File: config.mk
export PLATFORM = sky130hd
export DESIGN_NAME = ooo_core_top
export DESIGN_NICKNAME = d
export VERILOG_FILES = /design/src/rtl/ooo_pkg.sv /design/src/rtl/arch_reg_file.sv /design/src/rtl/dispatch_ctrl.sv /design/src/rtl/exec_unit.sv /design/src/rtl/issue_fifo.sv /design/src/rtl/ooo_core_top.sv /design/src/rtl/reorder_buffer.sv
export SDC_FILE = /design/constraint.sdc
export NUM_CORES = 2
export LEC_CHECK = 0
export BUFFER_PORTS_ARGS = -buffer_cell sky130_fd_sc_hd__buf_2
export CAP_MARGIN = 20
export CORE_UTILIZATION = 59
export CTS_BUF_LIST = sky130_fd_sc_hd__clkbuf_8
export CTS_CLUSTER_SIZE = 16
export DETAILED_ROUTE_END_ITERATION = 6
export PLACE_DENSITY = 0.76
export SLEW_MARGIN = 20
export SYNTH_ARGS = -nofsm -noshare
export SYNTH_HDL_FRONTEND = slang
export SYNTH_SLANG_ARGS = --single-unit
File: constraint.sdc
create_clock -name clk -period 7.7 [get_ports clk]
set_input_delay 0.385 -clock clk [delete_from_list [all_inputs] [get_ports clk]]
set_output_delay 0.385 -clock clk [all_outputs]
set_load 0.005 [all_outputs]
File: src/rtl/ooo_pkg.sv
package ooo_pkg;

    localparam int xlen = 32;
    localparam int reg_addr_len = 4;
    localparam int rob_size = 8;
    localparam int rob_tag_len = 3;

    // code 3 is unused and retires like fun_retire.
    typedef enum logic [1:0] {
        fun_wb     = 2'd0,
        fun_branch = 2'd1,
        fun_retire = 2'd2
    } fun_code_t;

    typedef enum logic [1:0] {
        alu_add = 2'd0,
        alu_sub = 2'd1,
        alu_xor = 2'd2,
        alu_mul = 2'd3
    } alu_op_t;

    // this is the Wishbone write data word.
    typedef struct packed {
        fun_code_t               fun_code;
        alu_op_t                 alu_op;
        logic [reg_addr_len-1:0] dest;
        logic [xlen-1:0]         op_a;
        logic [xlen-1:0]         op_b;
    } dispatch_req_t;

    typedef struct packed {
        dispatch_req_t          req;
        logic [rob_tag_len-1:0] tag;
    } issue_op_t;

    typedef struct packed {
        logic                   valid;
        logic [rob_tag_len-1:0] tag;
        logic [xlen-1:0]        result;
    } cdb_t;

    typedef struct packed {
        logic                    wb_en;
        logic [reg_addr_len-1:0] wb_reg;
        logic [xlen-1:0]         wb_data;
    } commit_t;

    typedef struct packed {
        logic                    valid;
        logic                    ready;
        fun_code_t               fun_code;
        logic [reg_addr_len-1:0] wb_reg;
        logic [xlen-1:0]         wb_data;
    } rob_entry_t;

endpackage

File: src/rtl/arch_reg_file.sv
`timescale 1ns/1ps

module arch_reg_file (
    input  logic                             clk,
    input  logic                             reset,
    input  ooo_pkg::commit_t                 commit,
    input  logic [ooo_pkg::reg_addr_len-1:0] rd_addr,
    output logic [ooo_pkg::xlen-1:0]         rd_data
);

    import ooo_pkg::*;

    localparam int num_regs = 2 ** reg_addr_len;

    logic [xlen-1:0] regs [num_regs];

    always_ff @(posedge clk) begin
        if (reset) begin
            for (int i = 0; i < num_regs; i++) begin
                regs[i] <= '0;
            end
        end else if (commit.wb_en) begin
            regs[commit.wb_reg] <= commit.wb_data;
        end
    end

    // a write on this edge is visible on the read port from the next cycle.
    assign rd_data = regs[rd_addr];

endmodule

File: src/rtl/dispatch_ctrl.sv
`timescale 1ns/1ps

module dispatch_ctrl (
    input  logic clk,
    input  logic reset,
    input  logic cyc,
    input  logic stb,
    input  logic we,
    input  logic rob_full,
    input  logic fifo_full,
    input  logic flush,
    output logic ack,
    output logic dispatch
);

    typedef enum logic {
        st_idle,
        st_acking
    } state_t;

    state_t state;
    logic   admit;

    // a request is admitted only when both the ROB and the issue FIFO have a free slot.
    assign admit = cyc && stb && we && !rob_full && !fifo_full && !flush;

    always_ff @(posedge clk) begin
        if (reset) begin
            state <= st_idle;
        end else begin
            case (state)
                st_idle: begin
                    if (admit) begin
                        state <= st_acking;
                    end
                end
                default: begin
                    // a withheld ack drops back to idle, and the held request is retried.
                    state <= st_idle;
                end
            endcase
        end
    end

    // a flush in the acking cycle withholds the ack so the op is not lost in the clear.
    assign ack = (state == st_acking) && !flush;
    assign dispatch = ack;

    a_ack_needs_request: assert property (
        @(posedge clk) disable iff (reset)
        ack |-> (cyc && stb)
    );

endmodule

File: src/rtl/exec_unit.sv
`timescale 1ns/1ps

module exec_unit (
    input  logic               clk,
    input  logic               reset,
    input  logic               flush,
    input  logic               empty,
    input  ooo_pkg::issue_op_t head_op,
    output logic               pop,
    output ooo_pkg::cdb_t      cdb
);

    import ooo_pkg::*;

    logic                   busy;
    logic [1:0]             timer;
    logic                   done;
    logic [rob_tag_len-1:0] tag;
    logic [xlen-1:0]        result;
    logic [xlen-1:0]        alu_out;
    logic [1:0]             timer_load;

    // the timer is loaded with latency minus one, so an add reports in the very next cycle.
    always_comb begin
        case (head_op.req.alu_op)
            alu_add: begin
                alu_out = head_op.req.op_a + head_op.req.op_b;
                timer_load = 2'd0;
            end
            alu_sub: begin
                alu_out = head_op.req.op_a - head_op.req.op_b;
                timer_load = 2'd0;
            end
            alu_xor: begin
                alu_out = head_op.req.op_a ^ head_op.req.op_b;
                timer_load = 2'd1;
            end
            default: begin
                alu_out = head_op.req.op_a * head_op.req.op_b;
                timer_load = 2'd3;
            end
        endcase
    end

    assign done = busy && (timer == 2'd0);

    // the next op can be taken on the same edge that ends the broadcast.
    assign pop = (!busy || done) && !empty && !flush;

    always_ff @(posedge clk) begin
        if (reset || flush) begin
            busy <= 1'b0;
            timer <= 2'd0;
        end else if (pop) begin
            busy <= 1'b1;
            timer <= timer_load;
        end else if (done) begin
            busy <= 1'b0;
        end else if (busy) begin
            timer <= timer - 1'b1;
        end
    end

    always_ff @(posedge clk) begin
        if (pop) begin
            tag <= head_op.tag;
            result <= alu_out;
        end
    end

    assign cdb.valid = done;
    assign cdb.tag = tag;
    assign cdb.result = result;

endmodule

File: src/rtl/issue_fifo.sv
`timescale 1ns/1ps

module issue_fifo #(
    parameter int fifo_depth = 4
) (
    input  logic               clk,
    input  logic               reset,
    input  logic               flush,
    input  logic               push,
    input  ooo_pkg::issue_op_t push_op,
    input  logic               pop,
    output ooo_pkg::issue_op_t head_op,
    output logic               empty,
    output logic               full
);

    import ooo_pkg::*;

    localparam int ptr_len = (fifo_depth > 1) ? $clog2(fifo_depth) : 1;
    localparam int cnt_len = $clog2(fifo_depth + 1);
    localparam logic [ptr_len-1:0] last_ptr = ptr_len'(fifo_depth - 1);
    localparam logic [cnt_len-1:0] full_count = cnt_len'(fifo_depth);

    issue_op_t          mem [fifo_depth];
    logic [ptr_len-1:0] rd_ptr;
    logic [ptr_len-1:0] wr_ptr;
    logic [cnt_len-1:0] count;

    assign head_op = mem[rd_ptr];
    assign empty = (count == '0);
    assign full = (count == full_count);

    always_ff @(posedge clk) begin
        if (push) begin
            mem[wr_ptr] <= push_op;
        end
    end

    always_ff @(posedge clk) begin
        if (reset || flush) begin
            rd_ptr <= '0;
            wr_ptr <= '0;
            count <= '0;
        end else begin
            if (push) begin
                wr_ptr <= (wr_ptr == last_ptr) ? '0 : wr_ptr + 1'b1;
            end
            if (pop) begin
                rd_ptr <= (rd_ptr == last_ptr) ? '0 : rd_ptr + 1'b1;
            end
            case ({push, pop})
                2'b10: count <= count + 1'b1;
                2'b01: count <= count - 1'b1;
                default: count <= count;
            endcase
        end
    end

    a_no_push_when_full: assert property (
        @(posedge clk) disable iff (reset)
        push |-> !full
    );

    a_no_pop_when_empty: assert property (
        @(posedge clk) disable iff (reset)
        pop |-> !empty
    );

endmodule

File: src/rtl/ooo_core_top.sv
`timescale 1ns/1ps

module ooo_core_top #(
    parameter int rob_size   = ooo_pkg::rob_size,
    parameter int fifo_depth = 4
) (
    input  logic                             clk,
    input  logic                             reset,
    input  logic                             cyc,
    input  logic                             stb,
    input  logic                             we,
    input  ooo_pkg::dispatch_req_t           dat,
    output logic                             ack,
    output ooo_pkg::commit_t                 commit,
    output logic                             flush,
    input  logic [ooo_pkg::reg_addr_len-1:0] rd_addr,
    output logic [ooo_pkg::xlen-1:0]         rd_data
);

    import ooo_pkg::*;

    logic                   dispatch;
    logic                   rob_full;
    logic                   fifo_full;
    logic                   fifo_empty;
    logic                   pop;
    logic [rob_tag_len-1:0] rob_tag;
    issue_op_t              push_op;
    issue_op_t              head_op;
    cdb_t                   cdb;

    // the accepted op travels to the issue FIFO together with the tag it was given.
    assign push_op.req = dat;
    assign push_op.tag = rob_tag;

    dispatch_ctrl i_dispatch_ctrl (
        .clk       (clk),
        .reset     (reset),
        .cyc       (cyc),
        .stb       (stb),
        .we        (we),
        .rob_full  (rob_full),
        .fifo_full (fifo_full),
        .flush     (flush),
        .ack       (ack),
        .dispatch  (dispatch)
    );

    reorder_buffer #(
        .rob_size (rob_size)
    ) i_reorder_buffer (
        .clk         (clk),
        .reset       (reset),
        .dispatch    (dispatch),
        .dispatch_op (dat),
        .cdb         (cdb),
        .rob_tag     (rob_tag),
        .rob_full    (rob_full),
        .commit      (commit),
        .flush       (flush)
    );

    issue_fifo #(
        .fifo_depth (fifo_depth)
    ) i_issue_fifo (
        .clk     (clk),
        .reset   (reset),
        .flush   (flush),
        .push    (dispatch),
        .push_op (push_op),
        .pop     (pop),
        .head_op (head_op),
        .empty   (fifo_empty),
        .full    (fifo_full)
    );

    exec_unit i_exec_unit (
        .clk     (clk),
        .reset   (reset),
        .flush   (flush),
        .empty   (fifo_empty),
        .head_op (head_op),
        .pop     (pop),
        .cdb     (cdb)
    );

    arch_reg_file i_arch_reg_file (
        .clk     (clk),
        .reset   (reset),
        .commit  (commit),
        .rd_addr (rd_addr),
        .rd_data (rd_data)
    );

endmodule

File: src/rtl/reorder_buffer.sv
`timescale 1ns/1ps

module reorder_buffer #(
    parameter int rob_size = ooo_pkg::rob_size
) (
    input  logic                            clk,
    input  logic                            reset,
    input  logic                            dispatch,
    input  ooo_pkg::dispatch_req_t          dispatch_op,
    input  ooo_pkg::cdb_t                   cdb,
    output logic [ooo_pkg::rob_tag_len-1:0] rob_tag,
    output logic                            rob_full,
    output ooo_pkg::commit_t                commit,
    output logic                            flush
);

    import ooo_pkg::*;

    localparam int cnt_len = $clog2(rob_size + 1);
    localparam logic [rob_tag_len-1:0] last_ptr = rob_tag_len'(rob_size - 1);
    localparam logic [cnt_len-1:0] full_count = cnt_len'(rob_size);

    rob_entry_t             entries [rob_size];
    rob_entry_t             head_entry;
    logic [rob_tag_len-1:0] head;
    logic [rob_tag_len-1:0] tail;
    logic [cnt_len-1:0]     count;
    logic                   retire;

    function automatic logic [rob_tag_len-1:0] next_ptr(input logic [rob_tag_len-1:0] ptr);
        return (ptr == last_ptr) ? '0 : ptr + 1'b1;
    endfunction

    assign head_entry = entries[head];
    assign retire = head_entry.valid && head_entry.ready;

    assign commit.wb_en = retire && (head_entry.fun_code == fun_wb);
    assign commit.wb_reg = head_entry.wb_reg;
    assign commit.wb_data = head_entry.wb_data;

    // a branch whose result is zero is taken, so everything younger is discarded.
    assign flush = retire && (head_entry.fun_code == fun_branch) && (head_entry.wb_data == '0);

    assign rob_tag = tail;
    assign rob_full = (count == full_count);

    always_ff @(posedge clk) begin
        if (reset || flush) begin
            head <= '0;
            tail <= '0;
            count <= '0;
            for (int i = 0; i < rob_size; i++) begin
                entries[i].valid <= 1'b0;
                entries[i].ready <= 1'b0;
            end
        end else begin
            if (dispatch) begin
                entries[tail].valid <= 1'b1;
                entries[tail].ready <= 1'b0;
                entries[tail].fun_code <= dispatch_op.fun_code;
                entries[tail].wb_reg <= dispatch_op.dest;
                tail <= next_ptr(tail);
            end
            if (cdb.valid) begin
                entries[cdb.tag].ready <= 1'b1;
                entries[cdb.tag].wb_data <= cdb.result;
            end
            if (retire) begin
                entries[head].valid <= 1'b0;
                head <= next_ptr(head);
            end
            case ({dispatch, retire})
                2'b10: count <= count + 1'b1;
                2'b01: count <= count - 1'b1;
                default: count <= count;
            endcase
        end
    end

    a_no_dispatch_when_full: assert property (
        @(posedge clk) disable iff (reset)
        dispatch |-> !rob_full
    );

    // results must only come back for live ops that have not completed yet.
    a_cdb_names_pending_entry: assert property (
        @(posedge clk) disable iff (reset)
        cdb.valid |-> (entries[cdb.tag].valid && !entries[cdb.tag].ready)
    );

endmodule

# Word-level counts from Yosys, hierarchy flattened
# Memory sizes are Yosys's and may differ from the RTL's. A register that Yosys moved wholly into a read port is not among the register bits.
# Cells that the tools add are included.
dict set report word_totals {
  regBits 56
  ramBits 1132
  output_inout_bits 71
  word_cells 124
  n_memories 3
}
# memory words width rd rd_ports_with_merged_regs write_ports line
set memory_table {}
lappend memory_table {i_arch_reg_file.regs 16 32 1 0 16 arch_reg_file.sv:15} ;# logic [xlen-1:0] regs [num_regs];
lappend memory_table {i_reorder_buffer.entries 8 40 1 1 8 reorder_buffer.sv:23} ;# rob_entry_t entries [rob_size];
lappend memory_table {i_issue_fifo.mem 4 75 1 1 1 issue_fifo.sv:24} ;# issue_op_t mem [fifo_depth];
dict set report op_classes {
  add_sub_neg 11
  n_mul 1
  n_eq_ne 14
  muxes 47
  bitwise 1
  reduce_logical 36
}
# op count
set op_table {}
lappend op_table {{40-bit two-way mux} 3}
lappend op_table {{40-bit OR reduction} 3}
lappend op_table {{32-bit one-hot mux with 3 select lines} 1}
lappend op_table {{32-bit adder} 1}
lappend op_table {{32-bit zero test} 1}
lappend op_table {{32-bit by 32-bit multiplier with 32-bit output} 1}
lappend op_table {{32-bit two-way mux} 1}
lappend op_table {{32-bit OR reduction} 1}
lappend op_table {{32-bit subtractor} 1}
lappend op_table {{32-bit XOR} 1}
lappend op_table {{3-bit two-way mux} 9}
lappend op_table {{1-bit two-way mux} 21}
lappend op_table {{2-bit two-way mux} 7}
lappend op_table {{1-bit logical AND} 13}
lappend op_table {{2-bit equality test (second input constant)} 5}
lappend op_table {{3-bit by 1-bit adder with 3-bit output (second input constant)} 3}
lappend op_table {{3-bit equality test (second input constant)} 3}
lappend op_table {{2-bit by 1-bit equality test with 1-bit output (second input constant)} 4}
lappend op_table {{4-bit two-way mux} 2}
lappend op_table {{4-bit one-hot mux with 2 select lines} 1}
lappend op_table {{2-bit nonzero test} 4}
lappend op_table {{2-bit zero test} 3}
lappend op_table {{3-bit one-hot mux with 2 select lines} 1}
lappend op_table {{1-bit zero test} 5}
lappend op_table {{12 further kinds} 15}

# Depth between registers and ports, before layout
dict set report depth {
  ltp_word 10
  depth_mapped 35
  ltp_nobuf 30
}

# By module
# Synthesis repeated with hierarchy kept, for this count alone.
dict set report unflattened {
  cells_unflattened 4824
  area_unflattened_um2 67587.3
}
# mod instances cells_per_inst area_each_um2 seq_area_each_um2
set modules_own_cells {}
lappend modules_own_cells {arch_reg_file 1 1416 22851.9 15374.7}
lappend modules_own_cells {exec_unit 1 2293 20274.4 1111.1}
lappend modules_own_cells {reorder_buffer 1 669 13127.6 9709.3}
lappend modules_own_cells {issue_fifo 1 440 11273.3 9188.8}
lappend modules_own_cells {dispatch_ctrl 1 6 60.1 20.0}

# Least setup slack after synthesis
# OpenSTA, ideal clock, no wires.
dict set report synth_timing {
  path_type {reg-to-reg}
  startpoint {register (tool-made name)}
  endpoint {register i_exec_unit.result[31] (data pin)}
  setup_ns 0.268
  arrival_ns 8.057
  required_time_ns 7.432
  path_slack_ns -0.625
  path_stages_with_launch 31
  path_buffers 6
  synth_period_minus_slack_ns 8.325
  cell_sequence {dfxtp_1 buf_6 buf_8 buf_8 buf_6 buf_4 buf_1 mux2_2 o21ai_1 nor2_1 fa_1 inv_1 fa_1 fa_1 inv_1 fa_1 inv_1 fa_1 fa_1 fa_1 fa_1 xor2_1 xnor2_1 xnor2_1 xnor2_1 xnor2_1 xnor2_1 xnor2_1 or4_1 a31oi_1 mux2i_1}
}
# element line
set synth_lines {}
lappend synth_lines {{to (signal assigned)} exec_unit.sv:67} ;# result <= alu_out;
lappend synth_lines {{to (decl)} exec_unit.sv:19} ;# logic [xlen-1:0] result;

==> reports/metrics.csv <==
metric,value,unit
outcome,"complete, but fails checks",
violations,"DRC, setup timing",
initial_core_util,59.6,%
synth_compound_area_share,3.24,%
grt_pass1_vias,43664,
finalCoreUtilization,68.6,%
hold_viol,0,
post-route-worst-setup-slack,-0.225,ns
cp_top_family,adder cells,
reg2reg_slack,-0.23,ns
yosys.area.top_type,edfxtp_1,
netlist.area_leader.share,52.1,%
clock_latency,0.89,ns
chipWidth,334,um
drive_above_1_share,24.0,%
max_stage_delay,0.56,ns
synth_cells,4781,
synth_adder_area_share,16.2,%
synth_mux_area_share,11.7,%
r2r_cells,26,
syn_area,0.0649,mm^2
path_class,flip-flop to flip-flop,
grt_max_degree,70,
synth_common_cells,"edfxtp_1 (1127), nor2_1 (866), inv_1 (463)",
async_reset_ff_share,0,%
cts_tree,yes,
fillers,7394,
die_area,0.111,mm^2
end_kind,flip-flop,
synthTopCellsByArea,"edfxtp_1 (52%), fa_1 (13%), mux4_2 (9.4%)",
track_usage,32.6,%
ys.flop_type,edfxtp_1,
slowest_stage,fa_1,
worst_pin_slew,1.18,ns
worst-path-buf-inv,6,
avgViaCountPerCell,6.00,
fin_hold_ws,0.255,ns
clock_path_buffers,3,
drtAntennaViolNets,0,
cp-start-kind,flip-flop,
period_share,103,%
ioPinCount,152,
port_buffers,151,
synth_nets,5458,
crit_path_max_fanout,10,
synth_top_family_by_area,adder cells,
multi_input_area,0.0280,mm^2
final-setup-viol-count,11,
syn_avg_cell_area,13.6,um^2
synth_edf_count,1127,
synth_warnings,0,
dieHeight,334,um
grt_pass1_wl,265,mm
dpl.hpwl,124,mm
worst-endpoint-required,8.44,ns
cts_made_buffers,181,
arrival,8.66,ns
worst-path-stages,26,
fin_crit,7.93,ns
root_buffer,clkbuf_8,
hold_path_class,primary input to flip-flop,
area_growth,15.1,%
rsz0062_at_grt,yes,
crit_path_frequent_cell,fa_1,
maxCapViolCount,0,
fmax,126,MHz
coreArea,0.109,mm^2
routed_wl,178,mm
rows,121,
gp_congestion,1.01,
synthSimpleGateAreaFrac,8.75,%
yosysMostFrequentCell,edfxtp_1,
drc,3,
hold_path_depth,2,
finalNetCount,6038,
finalMaxSlewViolations,0,
initialDrtViolationCount,4052,
clkSinkCount,1169,
cts_max_level,4,
slew_headroom,21.6,%
antenna_found_initial,3,
ys_types,77,
synth_seq_cells,1169,
regArea,0.0347,mm^2
fin_skew,0.0582,ns
synth_seq_area_share,53.4,%
wl_per_cell,25.8,um
synth-xor-area-share,2.11,%
cts.clk_slew.worst_paths,0.06,ns
firstDrtPassIters,7,
num_vias,41532,
grt_overflow,0,
[repair_timing]
| item | 4_1_cts | 5_1_grt |
|---|---|---|
| hold buffers | 74 | 0 |
| endpoints found under the setup margin | 15 | 17 |
| pin swaps | 22 | 31 |
| buffers inserted | 16 | 4 |
| resized for setup | 73 | 51 |
| endpoints found under the hold margin | 313 | 0 |
[area by class of cell]
type | instances | share of cell area (%)
diodes | 3 | 0.0100
well taps | 1414 | 2.37
repair buffers | 658 | 6.85
clock buffers | 184 | 3.39
inverters | 485 | 2.46
flip-flops and latches | 1169 | 46.4
multi-input cells | 2866 | 37.4
clock inverters | 140 | 1.09
[sequential cells by signal (all words and copies together), names as in the netlist, 4 cells and up, named ones only]
name	cells
i_reorder_buffer.entries	320
i_issue_fifo.mem	276
i_exec_unit.result	32
i_arch_reg_file.regs	512
i_reorder_buffer.count	4
[per-stage QoR]
step / setup TNS, ns / cells / area, um^2 / setup WS (ns)
6_report: -1.35 / 6919 / 74700 / -0.225
3_5_place_dp: -3.26 / 6498 / 70000 / -0.434
4_1_cts: -0.894 / 6912 / 74500 / -0.189
5_1_grt: -4.47 / 6918 / 74700 / -0.458
3_3_place_gp: -2.43 / 6498 / 70000 / -0.386
2_1_floorplan: 0 / 4781 / 65100 / 0.000999
[routing by layer]
layer	routed length, um	GRT usage, %	vias to the layer above
met5	13	0	-
met4	12700	20.8	2
met3	14400	5.63	636
met2	89700	55.9	2227
met1	61500	38.2	20855
li1	-	-	17812
[final timing paths]
| kind | end | from |
|---|---|---|
| setup / recovery | i_exec_unit.result[28]$_DFFE_PP_ | flip-flop |
| hold / removal | i_arch_reg_file.regs[8][23]$_SDFFCE_PN0P_ | reset |
| setup reg to reg | i_exec_unit.result[28]$_DFFE_PP_ | flip-flop |
| hold reg to reg | i_exec_unit.timer[0]$_SDFFE_PP0P_ | i_exec_unit.timer[0]$_SDFFE_PP0P_ |
[cells by family after synthesis]
logic type,count (synthesis)
simple gates,1380
fa+ha+maj,596
compound gates,319
flops,1169
buf+inv,746
mux,417
xor+xnor,154
[cell usage in the layout, fill, tap and decap left out, types with 18 or more instances in the layout]
cell type and n:
edfxtp_1 1127, nor2_1 856, inv_1 513, fa_1 399, buf_4 388, nand2_1 312
mux4_2 270, clkbuf_8 185, ha_1 175, buf_2 149, xnor2_1 113, mux2i_1 83
a21oi_1 75, dlygate4sd3_1 74, and2_1 47, o21ai_0 44, clkinv_1 42, xor2_1 37
dfxtp_1 37, mux2_2 36, a21o_1 33, inv_2 23, clkinv_2 23, buf_6 23
o21ai_2 21, buf_12 20, mux2i_2 18
Power is left out: the tool's default activity adds up to more than one toggle a clock period on the data nets, which glitch-free logic cannot reach.
